[src/common/jtframe_pkg.sv]
package jtframe_pkg;

    localparam int ROMW_MAX      = 16;
    localparam int GAME_RST_HOLD = 16;

    // Status word bit positions
    localparam int ST_RST   = 0;
    localparam int ST_PAUSE = 1;
    localparam int ST_FLIP  = 2;
    localparam int ST_TEST  = 5;

    typedef struct packed {
        logic [7:0] data;
        logic       byte_valid;
        logic       frame_end;
    } spi_evt_t;

    // First byte of every SPI frame
    typedef enum logic [7:0] {
        OP_JOY1     = 8'h02,
        OP_JOY2     = 8'h03,
        OP_STATUS   = 8'h1E,
        OP_DL_START = 8'h55,
        OP_DL_DATA  = 8'h56,
        OP_DL_END   = 8'h57
    } io_op_e;

    typedef enum logic [2:0] {
        CMD_IDLE,
        CMD_STATUS,
        CMD_JOY,
        CMD_DATA,
        CMD_SKIP
    } cmd_state_e;

    typedef struct packed {
        logic [7:0] data;
        logic       valid;
        logic       start;
        logic       stop;
    } dl_evt_t;

    typedef struct packed {
        logic                cyc;
        logic                stb;
        logic                we;
        logic [ROMW_MAX-1:0] adr;
        logic [15:0]         dat;
        logic [1:0]          sel;
    } wb_req_t;

    typedef struct packed {
        logic        ack;
        logic [15:0] dat;
    } wb_rsp_t;

    // Board joystick, active high, right is bit 0
    typedef struct packed {
        logic [3:0] unused;
        logic       coin;
        logic       start;
        logic [5:0] buttons;
        logic       up;
        logic       down;
        logic       left;
        logic       right;
    } joy_word_t;

endpackage
[src/board/jtframe_board_ctrl.sv]
`timescale 1ns/1ps

module jtframe_board_ctrl import jtframe_pkg::*; #(
    parameter int BUTTONS                = 2,
    parameter bit GAME_INPUTS_ACTIVE_LOW = 1'b1,
    parameter int DIPBASE                = 16
)(
    input  logic        clk_sys,
    input  logic        arst_n,
    input  logic [31:0] status,
    input  joy_word_t   joy1,
    input  joy_word_t   joy2,
    input  logic        downloading,
    input  logic        rst_req,
    output logic        rst,
    output logic        game_rst,
    output logic        game_rst_n,
    output logic        dip_pause,
    output logic        dip_flip,
    output logic        dip_test,
    output logic [1:0]  dip_fxlevel,
    output logic [7:0]  dipsw,
    output logic [9:0]  game_joystick1,
    output logic [9:0]  game_joystick2,
    output logic [1:0]  game_coin,
    output logic [1:0]  game_start
);

localparam int         HOLD_W   = $clog2(GAME_RST_HOLD + 1);
localparam logic [5:0] BTN_MASK = 6'((1 << BUTTONS) - 1);
localparam logic [9:0] INV      = {10{GAME_INPUTS_ACTIVE_LOW}};

logic [1:0]        rst_sync;
logic [HOLD_W-1:0] hold_cnt;
logic              rst_cause;

function automatic logic [9:0] map_joy(joy_word_t j);
    return INV ^ {j.buttons & BTN_MASK, j.up, j.down, j.left, j.right};
endfunction

assign rst        = rst_sync[1];
assign rst_cause  = rst | downloading | rst_req | status[ST_RST];
assign game_rst_n = ~game_rst;

always_ff @(posedge clk_sys or negedge arst_n) begin
    if (!arst_n) begin
        rst_sync <= 2'b11;
        hold_cnt <= HOLD_W'(GAME_RST_HOLD);
        game_rst <= 1'b1;
    end else begin
        rst_sync <= {rst_sync[0], 1'b0};
        if (rst_cause) begin
            hold_cnt <= HOLD_W'(GAME_RST_HOLD);
            game_rst <= 1'b1;
        end else if (hold_cnt != '0) begin
            hold_cnt <= hold_cnt - 1'b1;
        end else begin
            game_rst <= 1'b0;
        end
    end
end

// Settings and inputs seen by the game
always_ff @(posedge clk_sys or negedge arst_n) begin
    if (!arst_n) begin
        dip_pause      <= 1'b0;
        dip_flip       <= 1'b0;
        dip_test       <= 1'b0;
        dip_fxlevel    <= 2'd0;
        dipsw          <= 8'd0;
        game_joystick1 <= INV;
        game_joystick2 <= INV;
        game_coin      <= INV[1:0];
        game_start     <= INV[1:0];
    end else begin
        dip_pause      <= status[ST_PAUSE];
        dip_flip       <= status[ST_FLIP];
        dip_test       <= status[ST_TEST];
        dip_fxlevel    <= status[4:3];
        dipsw          <= status[DIPBASE +: 8];
        game_joystick1 <= map_joy(joy1);
        game_joystick2 <= map_joy(joy2);
        game_coin      <= INV[1:0] ^ {joy2.coin, joy1.coin};
        game_start     <= INV[1:0] ^ {joy2.start, joy1.start};
    end
end

endmodule

[config.mk]
export PLATFORM = sky130hd
export DESIGN_NAME = jtframe_board_ctrl
export DESIGN_NICKNAME = d
export VERILOG_FILES = /design/src/common/jtframe_pkg.sv /design/src/board/jtframe_board_ctrl.sv
export SDC_FILE = /design/constraint.sdc
export NUM_CORES = 1
export LEC_CHECK = 0
export BUFFER_PORTS_ARGS = -buffer_cell sky130_fd_sc_hd__buf_4
export CAP_MARGIN = 20
export CORE_MARGIN = 3
export CORE_UTILIZATION = 39
export DETAILED_ROUTE_END_ITERATION = 12
export HOLD_SLACK_MARGIN = 0.03
export PLACE_DENSITY = 0.94
export REMOVE_ABC_BUFFERS = 1
export SLEW_MARGIN = 20
export SYNTH_ARGS = -nofsm -noshare
export SYNTH_HDL_FRONTEND = slang
export SYNTH_SLANG_ARGS = --single-unit
[constraint.sdc]
create_clock -name clk_sys -period 4.25 [get_ports clk_sys]
set_input_delay 0.2125 -clock clk_sys [delete_from_list [all_inputs] [get_ports clk_sys]]
set_output_delay 0.2125 -clock clk_sys [all_outputs]
set_load 0.1 [all_outputs]
==> results.sh, run 1 <==
export IMPL_status="completed"
export IMPL_finalNetCount=255
export IMPL_wire_per_inst_um=14.73
export IMPL_drt_vias_per_instance=4.096
export IMPL_fin_util_pct=72.34
export IMPL_grt_use_total_pct=19.17
export IMPL_routed_wl_um=3374
export IMPL_drc=0
export IMPL_synthAdderAreaFrac_pct=1.016
export IMPL_numCtsBuffers=5
export IMPL_combinationalPowerShare_pct=29.5
export IMPL_dp_worst_setup_slack_ps=2634
export IMPL_worstReg2RegStart="hold_cnt[0]$_DFFE_PN0P_"
export IMPL_clk_pin_slew_worst_paths_ps=110
export IMPL_die_h_um=62.19
export IMPL_cts_repair_resized=0
export IMPL_rows=19
export IMPL_worstPathRequired_ps=4470
export IMPL_muxShareOfSynthArea_pct=0
export IMPL_grt_pass1_vias=1090
export IMPL_p_switching_w=0.0002850
export IMPL_critical_path_max_stage_delay_ps=590
export IMPL_finalClockSkew_ps=4.074
export IMPL_synth_compound_area_share_pct=3.150
export IMPL_num_fill_cells=164
export IMPL_dr_first_iter_drc_count=17
export IMPL_port_buffers=65
export IMPL_syn_avg_cell_area_um2=14.15
export IMPL_yosysSeqAreaShare_pct=77.24
export IMPL_cp_max_fo=5
export IMPL_path_cells="inv_1 -> ha_1 -> or4b_1 -> xnor2_1 -> nor2_1"
export IMPL_dpl_hpwl_um=2020
export IMPL_ir_drop_mv=0.3084
export IMPL_p_leak_nw=1.066
export IMPL_final_common_cell="buf_4"
export IMPL_hold_path_class="input port to flop"
export IMPL_coreArea_mm2=0.002877
export IMPL_clkLatencyLatePin_ps=330
export IMPL_die_area_mm2=0.003867
export IMPL_grt_max_degree=38
export IMPL_finalCriticalPeriod_ps=1665
export IMPL_worstHoldPathCells=3
export IMPL_cp_start_kind="flop"
export IMPL_swShare_pct=36.38
export IMPL_cts_tree="done"
export IMPL_start_util_pct=42.80
export IMPL_fmax_mhz=600.7
export IMPL_yosysUniqueCellTypes=21
export IMPL_cts_root_buf="clkbuf_4"
export IMPL_path_buf_inv=1
export IMPL_seq_power_share_pct=48.8
export IMPL_yosys_area_share_simple_pct=5.894
export IMPL_gp_congestion=0.6896
export IMPL_r2r_slack_ps=2590
export IMPL_worstPathArrival_ps=1880
export IMPL_path_delay_family="simple AND/OR/NAND/NOR gates"
export IMPL_grt_pass1_wl_um=5437
export IMPL_grt_ovfl_total=0
export IMPL_antenna_found_initial=0
export IMPL_drive_gt1_share_pct=50.27
export IMPL_p_int_w=0.0004985
export IMPL_synth_xor_area_share_pct=0.7114
export IMPL_reg2reg_depth=5
export IMPL_holdWs_ps=274.1
export IMPL_setup_violations_final=0
export IMPL_setup_slack_ps=2585
export IMPL_final_antenna_net_count=0
export IMPL_syn2layout_area_growth_pct=69.00
export IMPL_postSynthCellCount=87
export IMPL_syn_cell_area_mm2=0.001231
export IMPL_dieWidth_um=62.19
export IMPL_clock_tree_buffer_depth=2
export IMPL_cap_violations=0
export IMPL_final_cell_mix="65 x buf_4, 30 x dlygate4sd3_1, 20 x dfstp_2"
export IMPL_diodes=0
export IMPL_fin_crit_sh_pct=39.17
export IMPL_hold_path_startpoint="rst_req"
export IMPL_cts_sinks=37
export IMPL_hold_end="hold_cnt[1]$_DFFE_PN0P_"
export IMPL_critical_path_endpoint_type="flop"
export IMPL_pin_count=108
export IMPL_dr_pass1_iters=4
export IMPL_clkPwrFrac_pct=21.7
export IMPL_synth_top_family_by_area="buffers and inverters"
export IMPL_crit_slowest_cell="or4b_1"
export IMPL_htreeDepth=2
export IMPL_maxSlewViolCount=0
export IMPL_power_density_mw_per_mm2=376.5
export IMPL_fin_setup_tns_ps=0
export IMPL_worst_setup_path_type="flop to flop"
export IMPL_rsz0062_at_grt="no"
export IMPL_hold_viol=0
export IMPL_dr_total_vias=938
export IMPL_yosysWarnings=0
export IMPL_synth_seq_cells=37
export IMPL_reg2reg_to="hold_cnt[0]$_DFFE_PN0P_"
-- Yosys cell counts --
master | n | area, µm²
a211oi_2 | 1 | 12.51
a21o_1 | 1 | 7.510
a21o_2 | 1 | 8.760
a21oi_1 | 2 | 10.01
buf_2 | 1 | 5.000
buf_4 | 8 | 60.06
clkbuf_1 | 1 | 3.750
conb_1 | 2 | 7.510
dfrtp_1 | 17 | 425.4
dfstp_2 | 20 | 525.5
ha_1 | 1 | 12.51
inv_1 | 19 | 71.32
nand2_1 | 1 | 3.750
nand2b_1 | 2 | 12.51
nand3b_1 | 2 | 15.01
nor2_1 | 3 | 11.26
nor3_1 | 1 | 5.000
or2b_1 | 1 | 7.510
or4_1 | 1 | 7.510
or4b_1 | 1 | 10.01
xnor2_1 | 1 | 8.760
-- logic make-up (layout without fill, tap and decap cells) --
| family | Yosys count | count (layout) |
|---|---|---|
| AOI/OAI and AO/OA | 5 | 5 |
| xor gates and xnor gates | 1 | 1 |
| adders and majority gates | 1 | 1 |
| and+or+nand+nor | 12 | 12 |
| DFF | 37 | 37 |
| other | 2 | 9 |
| buffers and inverters | 29 | 122 |
-- registers in the layout (all words and copies together) (netlist names) --
signal          cells
dip_test            1
dip_pause           1
rst_sync            2
game_joystick2      6
dip_fxlevel         2
game_start          2
game_joystick1      6
game_rst            1
dipsw               8
hold_cnt            5
game_coin           2
dip_flip            1
-- per-layer routing --
metal	vias to the layer above	GRT usage, %	wire length [µm]
met4	0	5.801	23
li1	435	-	-
met2	58	32.12	1681
met1	443	21.10	1300
met5	-	0	0
met3	2	10.09	367
-- tightest hold or removal path, stage by stage --
cell and delay, ps:
buf_4 70, or4_1 230, a211oi_2 50
-- layout make-up --
type | instances | area [µm²] | share of cell area [%]
repair buffers | 95 | 788.3 | 37.88
clock buffers | 6 | 41.29 | 1.984
flip-flops and latches | 37 | 950.9 | 45.70
well taps | 42 | 52.55 | 2.526
clock inverters | 2 | 10.01 | 0.4811
multi-input cells | 28 | 166.4 | 7.998
inverters | 19 | 71.32 | 3.428
-- how the worst max path moves through the flow --
stage | start | end | slack [ps] | cells after the start
global placement | hold_cnt[0]$_DFFE_PN0P_ | hold_cnt[0]$_DFFE_PN0P_ | 2690 | 5
global route | hold_cnt[0]$_DFFE_PN0P_ | hold_cnt[0]$_DFFE_PN0P_ | 2490 | 5
detailed placement | hold_cnt[0]$_DFFE_PN0P_ | hold_cnt[0]$_DFFE_PN0P_ | 2630 | 5
finish | hold_cnt[0]$_DFFE_PN0P_ | hold_cnt[0]$_DFFE_PN0P_ | 2590 | 5
floorplan | game_rst$_DFFE_PN1P_ | game_rst_n | 2660 | 1
CTS | hold_cnt[0]$_DFFE_PN0P_ | hold_cnt[0]$_DFFE_PN0P_ | 2580 | 5
-- power groups by stage --
| stage | sequential, W | combinational (W) | clock (W) |
|---|---|---|---|
| after floorplan | 0.000498 | 0.0000396 | 0 |
| after global placement | 0.000387 | 0.000204 | 0 |
| after detailed placement | 0.000388 | 0.000207 | 0 |
| after CTS | 0.000382 | 0.000229 | 0.000176 |
| after global routing | 0.000384 | 0.000239 | 0.000195 |
| final | 0.000383 | 0.000231 | 0.000170 |
-- through the flow --
stage	power (W)	instances	area, µm²
after floorplan	0.0005380	84	1189
after global placement	0.0005907	191	1729
after detailed placement	0.0005946	191	1729
after CTS	0.0007863	229	2081
after global routing	0.0008184	229	2081
final	0.0007835	229	2081
-- timing repair --
action / CTS / global route
hold buffers: 30 / 0
setup buffers: 0 / 0
endpoints found under the hold margin: 46 / 0
Power figures use the tool's default switching activity.
==> run 2: changes to the inputs <==
--- a/config.mk
+++ b/config.mk
@@ -5,13 +5,14 @@
 export SDC_FILE = /design/constraint.sdc
 export NUM_CORES = 1
 export LEC_CHECK = 0
+export ABC_AREA = 1
 export BUFFER_PORTS_ARGS = -buffer_cell sky130_fd_sc_hd__buf_4
 export CAP_MARGIN = 20
 export CORE_MARGIN = 3
-export CORE_UTILIZATION = 39
+export CORE_UTILIZATION = 37
 export DETAILED_ROUTE_END_ITERATION = 12
 export HOLD_SLACK_MARGIN = 0.03
-export PLACE_DENSITY = 0.94
+export PLACE_DENSITY = 0.9
 export REMOVE_ABC_BUFFERS = 1
 export SLEW_MARGIN = 20
 export SYNTH_ARGS = -nofsm -noshare
==> constraint.sdc (replaced) <==
create_clock -name clk_sys -period 1.55 [get_ports clk_sys]
set_input_delay 0.0775 -clock clk_sys [delete_from_list [all_inputs] [get_ports clk_sys]]
set_output_delay 0.0775 -clock clk_sys [all_outputs]
set_load 0.1 [all_outputs]
==> results.sh, run 2 <==
export IMPL_status="completed"
export IMPL_finalNetCount=266
export IMPL_syn_avg_cell_area_um2=12.93
export IMPL_die_area_mm2=0.004086
export IMPL_drc=0
export IMPL_synth_edf_count=0
export IMPL_die_h_um=63.92
export IMPL_yosysTopAreaCellShare_pct=42.34
export IMPL_syn_cell_area_mm2=0.001241
export IMPL_ir_drop_mv=0.5102
export IMPL_worstPathRequired_ps=1470
export IMPL_grt_pass1_wl_um=4512
export IMPL_dpl_hpwl_um=1784
export IMPL_hold_path_class="input port to flop"
export IMPL_coreArea_mm2=0.003128
export IMPL_start_util_pct=39.68
export IMPL_clk_pin_slew_worst_paths_ps=100
export IMPL_cts_sinks=37
export IMPL_postSynthCellCount=96
export IMPL_worst_setup_path_type="flop to primary output"
export IMPL_finalCriticalPeriod_ps=1228
export IMPL_crit_slowest_cell="dfstp_2"
export IMPL_drive_gt1_share_pct=46.97
export IMPL_cp_max_fo=3
export IMPL_finalClockSkew_ps=5.058
export IMPL_grt_max_degree=38
export IMPL_grt_pass1_vias=1042
export IMPL_final_antenna_net_count=0
export IMPL_largest_register_ffs=8
export IMPL_hold_viol=0
export IMPL_dr_pass1_iters=4
export IMPL_path_cells="buf_4"
export IMPL_rsz0062_at_grt="no"
export IMPL_final_cell_mix="65 x buf_4, 30 x dlygate4sd3_1, 23 x inv_1"
export IMPL_routed_wl_um=2790
export IMPL_cap_violations=0
export IMPL_rows=20
export IMPL_path_buf_inv=1
export IMPL_synth_area_top_cells="dfstp_2 42%, dfrtp_1 34%, inv_1 7.0%"
export IMPL_fmax_mhz=814.1
export IMPL_post_cts_buffers=0
export IMPL_dr_first_iter_drc_count=50
export IMPL_yosys_area_top_type="dfstp_2"
export IMPL_synth_ff_type="dfstp_2"
export IMPL_fin_crit_sh_pct=79.25
export IMPL_dp_worst_setup_slack_ps=358.7
export IMPL_fin_setup_tns_ps=0
export IMPL_yosys_top_cells_count="23 x inv_1, 20 x dfstp_2, 17 x dfrtp_1, 12 x nand2_1, 8 x buf_4"
export IMPL_cts_tree="done"
export IMPL_htreeDepth=2
export IMPL_yosysWarnings=0
export IMPL_critical_path_endpoint_type="primary output"
export IMPL_port_buffers=65
export IMPL_synthMostInstantiatedCell="inv_1"
export IMPL_setup_slack_ps=321.6
export IMPL_grt_ovfl_total=0
export IMPL_critical_path_max_stage_delay_ps=550
export IMPL_grt_use_total_pct=14.71
export IMPL_maxSlewViolCount=0
export IMPL_wire_per_inst_um=11.53
export IMPL_path_delay_family="flip-flops"
export IMPL_reg_top3="dipsw: 8 flops, game_joystick1: 6 flops, game_joystick2: 6 flops"
export IMPL_worstPathArrival_ps=1150
export IMPL_clkLatencyLatePin_ps=310
export IMPL_synthArstFlopShare_pct=100.0
export IMPL_num_fill_cells=237
export IMPL_holdWs_ps=158.6
export IMPL_synth_seq_cells=37
export IMPL_yosysSeqAreaShare_pct=76.61
export IMPL_gp_congestion=0.8387
export IMPL_syn2layout_area_growth_pct=69.15
export IMPL_cts_root_buf="clkbuf_4"
export IMPL_setup_violations_final=0
export IMPL_drt_vias_per_instance=4.045
export IMPL_yosysUniqueCellTypes=14
export IMPL_dieWidth_um=63.92
export IMPL_antenna_found_initial=0
export IMPL_final_common_cell="buf_4"
export IMPL_power_density_mw_per_mm2=1008
export IMPL_fin_util_pct=67.12
export IMPL_p_leak_nw=1.104
export IMPL_max_flop_register="dipsw"
export IMPL_dr_total_vias=979
export IMPL_clock_tree_buffer_depth=2
export IMPL_diodes=0
export IMPL_numCtsBuffers=5
export IMPL_cp_start_kind="flop"
export IMPL_pin_count=108
[run 2: timing repair]
| action | 4_1_cts | 5_1_grt |
|---|---|---|
| hold buffers | 30 | 0 |
| resized for setup | 0 | 0 |
| hold endpoints to repair | 66 | 0 |
[run 2: cell type report]
class                   count  area (µm²)  share of cell area (%)
repair buffers             95       788.3                   37.54
flip-flops and latches     37       950.9                   45.29
multi-input cells          35       170.2                   8.105
clock buffers               8       48.80                   2.324
well taps                  44       55.05                   2.622
inverters                  23       86.33                   4.112
[run 2: path summary, 6_finish.rpt]
path	slack, ps	depth (start not counted)	endpoint	start
max	320	1	game_rst	game_rst$_DFFE_PN1P_
min	160	6	hold_cnt[0]$_DFFE_PN0P_	downloading
max reg2reg	340	6	hold_cnt[1]$_DFFE_PN0P_	hold_cnt[0]$_DFFE_PN0P_
min reg2reg	370	0	rst_sync[1]$_DFF_PN1_	rst_sync[0]$_DFF_PN1_
max in group asynchronous	960	2	game_joystick2[2]$_DFF_PN1_	arst_n
min in group asynchronous	250	2	hold_cnt[2]$_DFFE_PN0P_	arst_n
[run 2: worst min-delay path: cells and delay by family]
kind                   cells  cell delay (ps)
buffers and inverters      1               70
and+or+nand+nor            5              290
[run 2: where the power goes]
part / switching (W) / internal, W
clock network: 0.000265 / 0.000181
registers: 0.0000152 / 0.00103
logic: 0.000464 / 0.000163
total: 0.000744 / 0.00137
[run 2: stage by stage]
| stage | power [W] | std cells | area, µm² |
|---|---|---|---|
| floorplan | 0.001476 | 95 | 1207 |
| global placement | 0.001621 | 204 | 1750 |
| detailed placement | 0.001629 | 204 | 1750 |
| CTS | 0.002156 | 242 | 2100 |
| global route | 0.002224 | 242 | 2100 |
| finish | 0.002117 | 242 | 2100 |
[run 2: metal layers]
layer | share of wire [%] | GRT usage [%]
met2 | 59 | 28.26
met1 | 31 | 13.43
met4 | 0.43 | 5.660
met5 | 0 | 0
met3 | 9.2 | 5.975
[run 2: cells by family (layout without fill, tap and decap cells)]
| family | count (synthesis) | after routing | synth area share (%) |
|---|---|---|---|
| buffers and inverters | 31 | 126 | 11.79 |
| other | 2 | 9 | 0.6051 |
| adder cells (fa/ha/maj) | 1 | 1 | 1.008 |
| AND/OR/NAND/NOR | 24 | 24 | 9.274 |
| XOR/XNOR | 1 | 1 | 0.7058 |
| flip-flops | 37 | 37 | 76.61 |
==> run 3: changes to the inputs <==
--- a/config.mk
+++ b/config.mk
@@ -9,10 +9,10 @@
 export BUFFER_PORTS_ARGS = -buffer_cell sky130_fd_sc_hd__buf_4
 export CAP_MARGIN = 20
 export CORE_MARGIN = 3
-export CORE_UTILIZATION = 37
+export CORE_UTILIZATION = 33
 export DETAILED_ROUTE_END_ITERATION = 12
 export HOLD_SLACK_MARGIN = 0.03
-export PLACE_DENSITY = 0.9
+export PLACE_DENSITY = 0.85
 export REMOVE_ABC_BUFFERS = 1
 export SLEW_MARGIN = 20
 export SYNTH_ARGS = -nofsm -noshare
==> constraint.sdc (replaced) <==
create_clock -name clk_sys -period 1.1 [get_ports clk_sys]
set_input_delay 0.055 -clock clk_sys [delete_from_list [all_inputs] [get_ports clk_sys]]
set_output_delay 0.055 -clock clk_sys [all_outputs]
set_load 0.1 [all_outputs]
==> results.sh, run 3 (synthesized netlist as in run 2, its figures left out) <==
export IMPL_wl_met1_um=1214
export IMPL_grt_ovfl_total=0
export IMPL_dpl_hpwl_um=1976
export IMPL_drt_vias_per_instance=4.012
export IMPL_diodes=0
export IMPL_final_cell_mix="50 x buf_4, 30 x dlygate4sd3_1, 20 x dfstp_2"
export IMPL_dr_total_vias=995
export IMPL_gp_congestion=0.6495
export IMPL_cts_root_buf="clkbuf_8"
export IMPL_pin_count=108
export IMPL_power_density_mw_per_mm2=1418
export IMPL_fin_crit_sh_pct=102.8
export IMPL_reg_top3="dipsw: 8 flops, game_joystick1: 6 flops, game_joystick2: 6 flops"
export IMPL_dp_worst_setup_slack_ps=-42.40
export IMPL_routed_wl_um=3477
export IMPL_grt_pass1_wl_um=5057
export IMPL_antenna_found_initial=0
export IMPL_cp_max_fo=3
export IMPL_clkLatencyLatePin_ps=290
export IMPL_finalNetCount=270
export IMPL_clk_pin_slew_worst_paths_ps=80
export IMPL_cts_sinks=37
export IMPL_fmax_mhz=884.6
export IMPL_syn2layout_area_growth_pct=92.54
export IMPL_coreArea_mm2=0.003468
export IMPL_drc=0
export IMPL_highest_layer="met4"
export IMPL_fin_setup_tns_ps=-56.54
export IMPL_die_area_mm2=0.004533
export IMPL_final_common_cell="buf_4"
export IMPL_worstPathArrival_ps=1080
export IMPL_cts_tree="done"
export IMPL_die_h_um=67.33
export IMPL_cap_violations=0
export IMPL_clock_tree_buffer_depth=2
export IMPL_setup_violations_final=2
export IMPL_port_buffers=65
export IMPL_critical_path_max_stage_delay_ps=580
export IMPL_drive_gt1_share_pct=52.48
export IMPL_grt_max_degree=38
export IMPL_dr_first_iter_drc_count=22
export IMPL_rsz0062_at_grt="yes"
export IMPL_ir_drop_mv=1.144
export IMPL_final_antenna_net_count=0
export IMPL_start_util_pct=35.79
export IMPL_violations="setup timing"
export IMPL_p_leak_nw=1.210
export IMPL_finalCriticalPeriod_ps=1131
export IMPL_wl_met3_um=384
export IMPL_status="finished with violations"
export IMPL_dieWidth_um=67.33
export IMPL_numCtsBuffers=5
export IMPL_largest_register_ffs=8
export IMPL_crit_slowest_cell="dfstp_2"
export IMPL_grt_use_total_pct=15.69
export IMPL_path_cells="inv_2 -> buf_12"
export IMPL_finalClockSkew_ps=5.166
export IMPL_htreeDepth=2
export IMPL_rows=21
export IMPL_worst_setup_path_type="flop to primary output"
export IMPL_hold_viol=0
export IMPL_max_flop_register="dipsw"
export IMPL_critical_path_endpoint_type="primary output"
export IMPL_setup_slack_ps=-30.50
export IMPL_power_w=0.003389
export IMPL_wire_per_inst_um=14.02
export IMPL_maxSlewViolCount=0
export IMPL_met2_length_um=1820
export IMPL_cp_start_kind="flop"
export IMPL_hold_path_class="input port to flop"
export IMPL_grt_pass1_vias=1047
export IMPL_worstPathRequired_ps=1040
export IMPL_dr_pass1_iters=4
==> run 3: timing repair <==
item                                    4_1_cts  5_1_grt
endpoints found under the setup margin       23       22
pin swaps                                     0        2
hold endpoints to repair                     46        0
hold buffers                                 30        0
buffers inserted                              0        1
gates resized for setup                      26       31
==> run 3: worst paths after layout <==
| check | startpoint | end | slack (ps) | cells after the start |
|---|---|---|---|---|
| setup / recovery | game_rst$_DFFE_PN1P_ | game_rst_n | -30 | 2 |
| hold / removal | downloading | hold_cnt[4]$_DFFE_PN1P_ | 120 | 5 |
| setup reg to reg | rst_sync[1]$_DFF_PN1_ | hold_cnt[0]$_DFFE_PN0P_ | 50 | 6 |
| hold reg to reg | rst_sync[0]$_DFF_PN1_ | rst_sync[1]$_DFF_PN1_ | 360 | 0 |
| max in group asynchronous | arst_n | game_start[1]$_DFF_PN1_ | 480 | 2 |
| min in group asynchronous | arst_n | hold_cnt[0]$_DFFE_PN0P_ | 270 | 2 |
==> run 3: metal layers <==
layer  track usage (%)  vias to the layer above
met1             16.95                      475
li1                  -                      464
met4             6.076                        0
met3             7.820                        7
met2             26.26                       49
met5                 0                        -
==> run 3: power by group <==
part | switching [W] | internal, W | leakage, nW
clock | 0.000485 | 0.000437 | 0.0439
sequential | 0.0000394 | 0.00145 | 0.417
combinational | 0.000671 | 0.000305 | 0.749
==> run 3: critical path: cells and delay by family, from the launching register on <==
family                 cells  cell delay (ps)
buffers and inverters      2              210
flip-flops                 1              580
==> run 3: layout make-up <==
type,count,area (µm²)
clock buffers,5,68.82
clock inverters,3,17.52
fillers,236,1079
inverters,23,86.33
multi-input cells,35,197.7
flip-flops and latches,37,950.9
well taps,46,57.56
repair buffers,99,1011
==> run 3: through the flow <==
step	utilization, %	instances	hold slack, ps	instance area (µm²)
after floorplan	-	95	-240.6	1207
after global placement	51.19	209	26.82	1775
after detailed placement	51.19	209	33.45	1775
after CTS	65.40	247	159.4	2268
after global routing	68.90	248	152.3	2390
final	68.90	248	123.0	2390
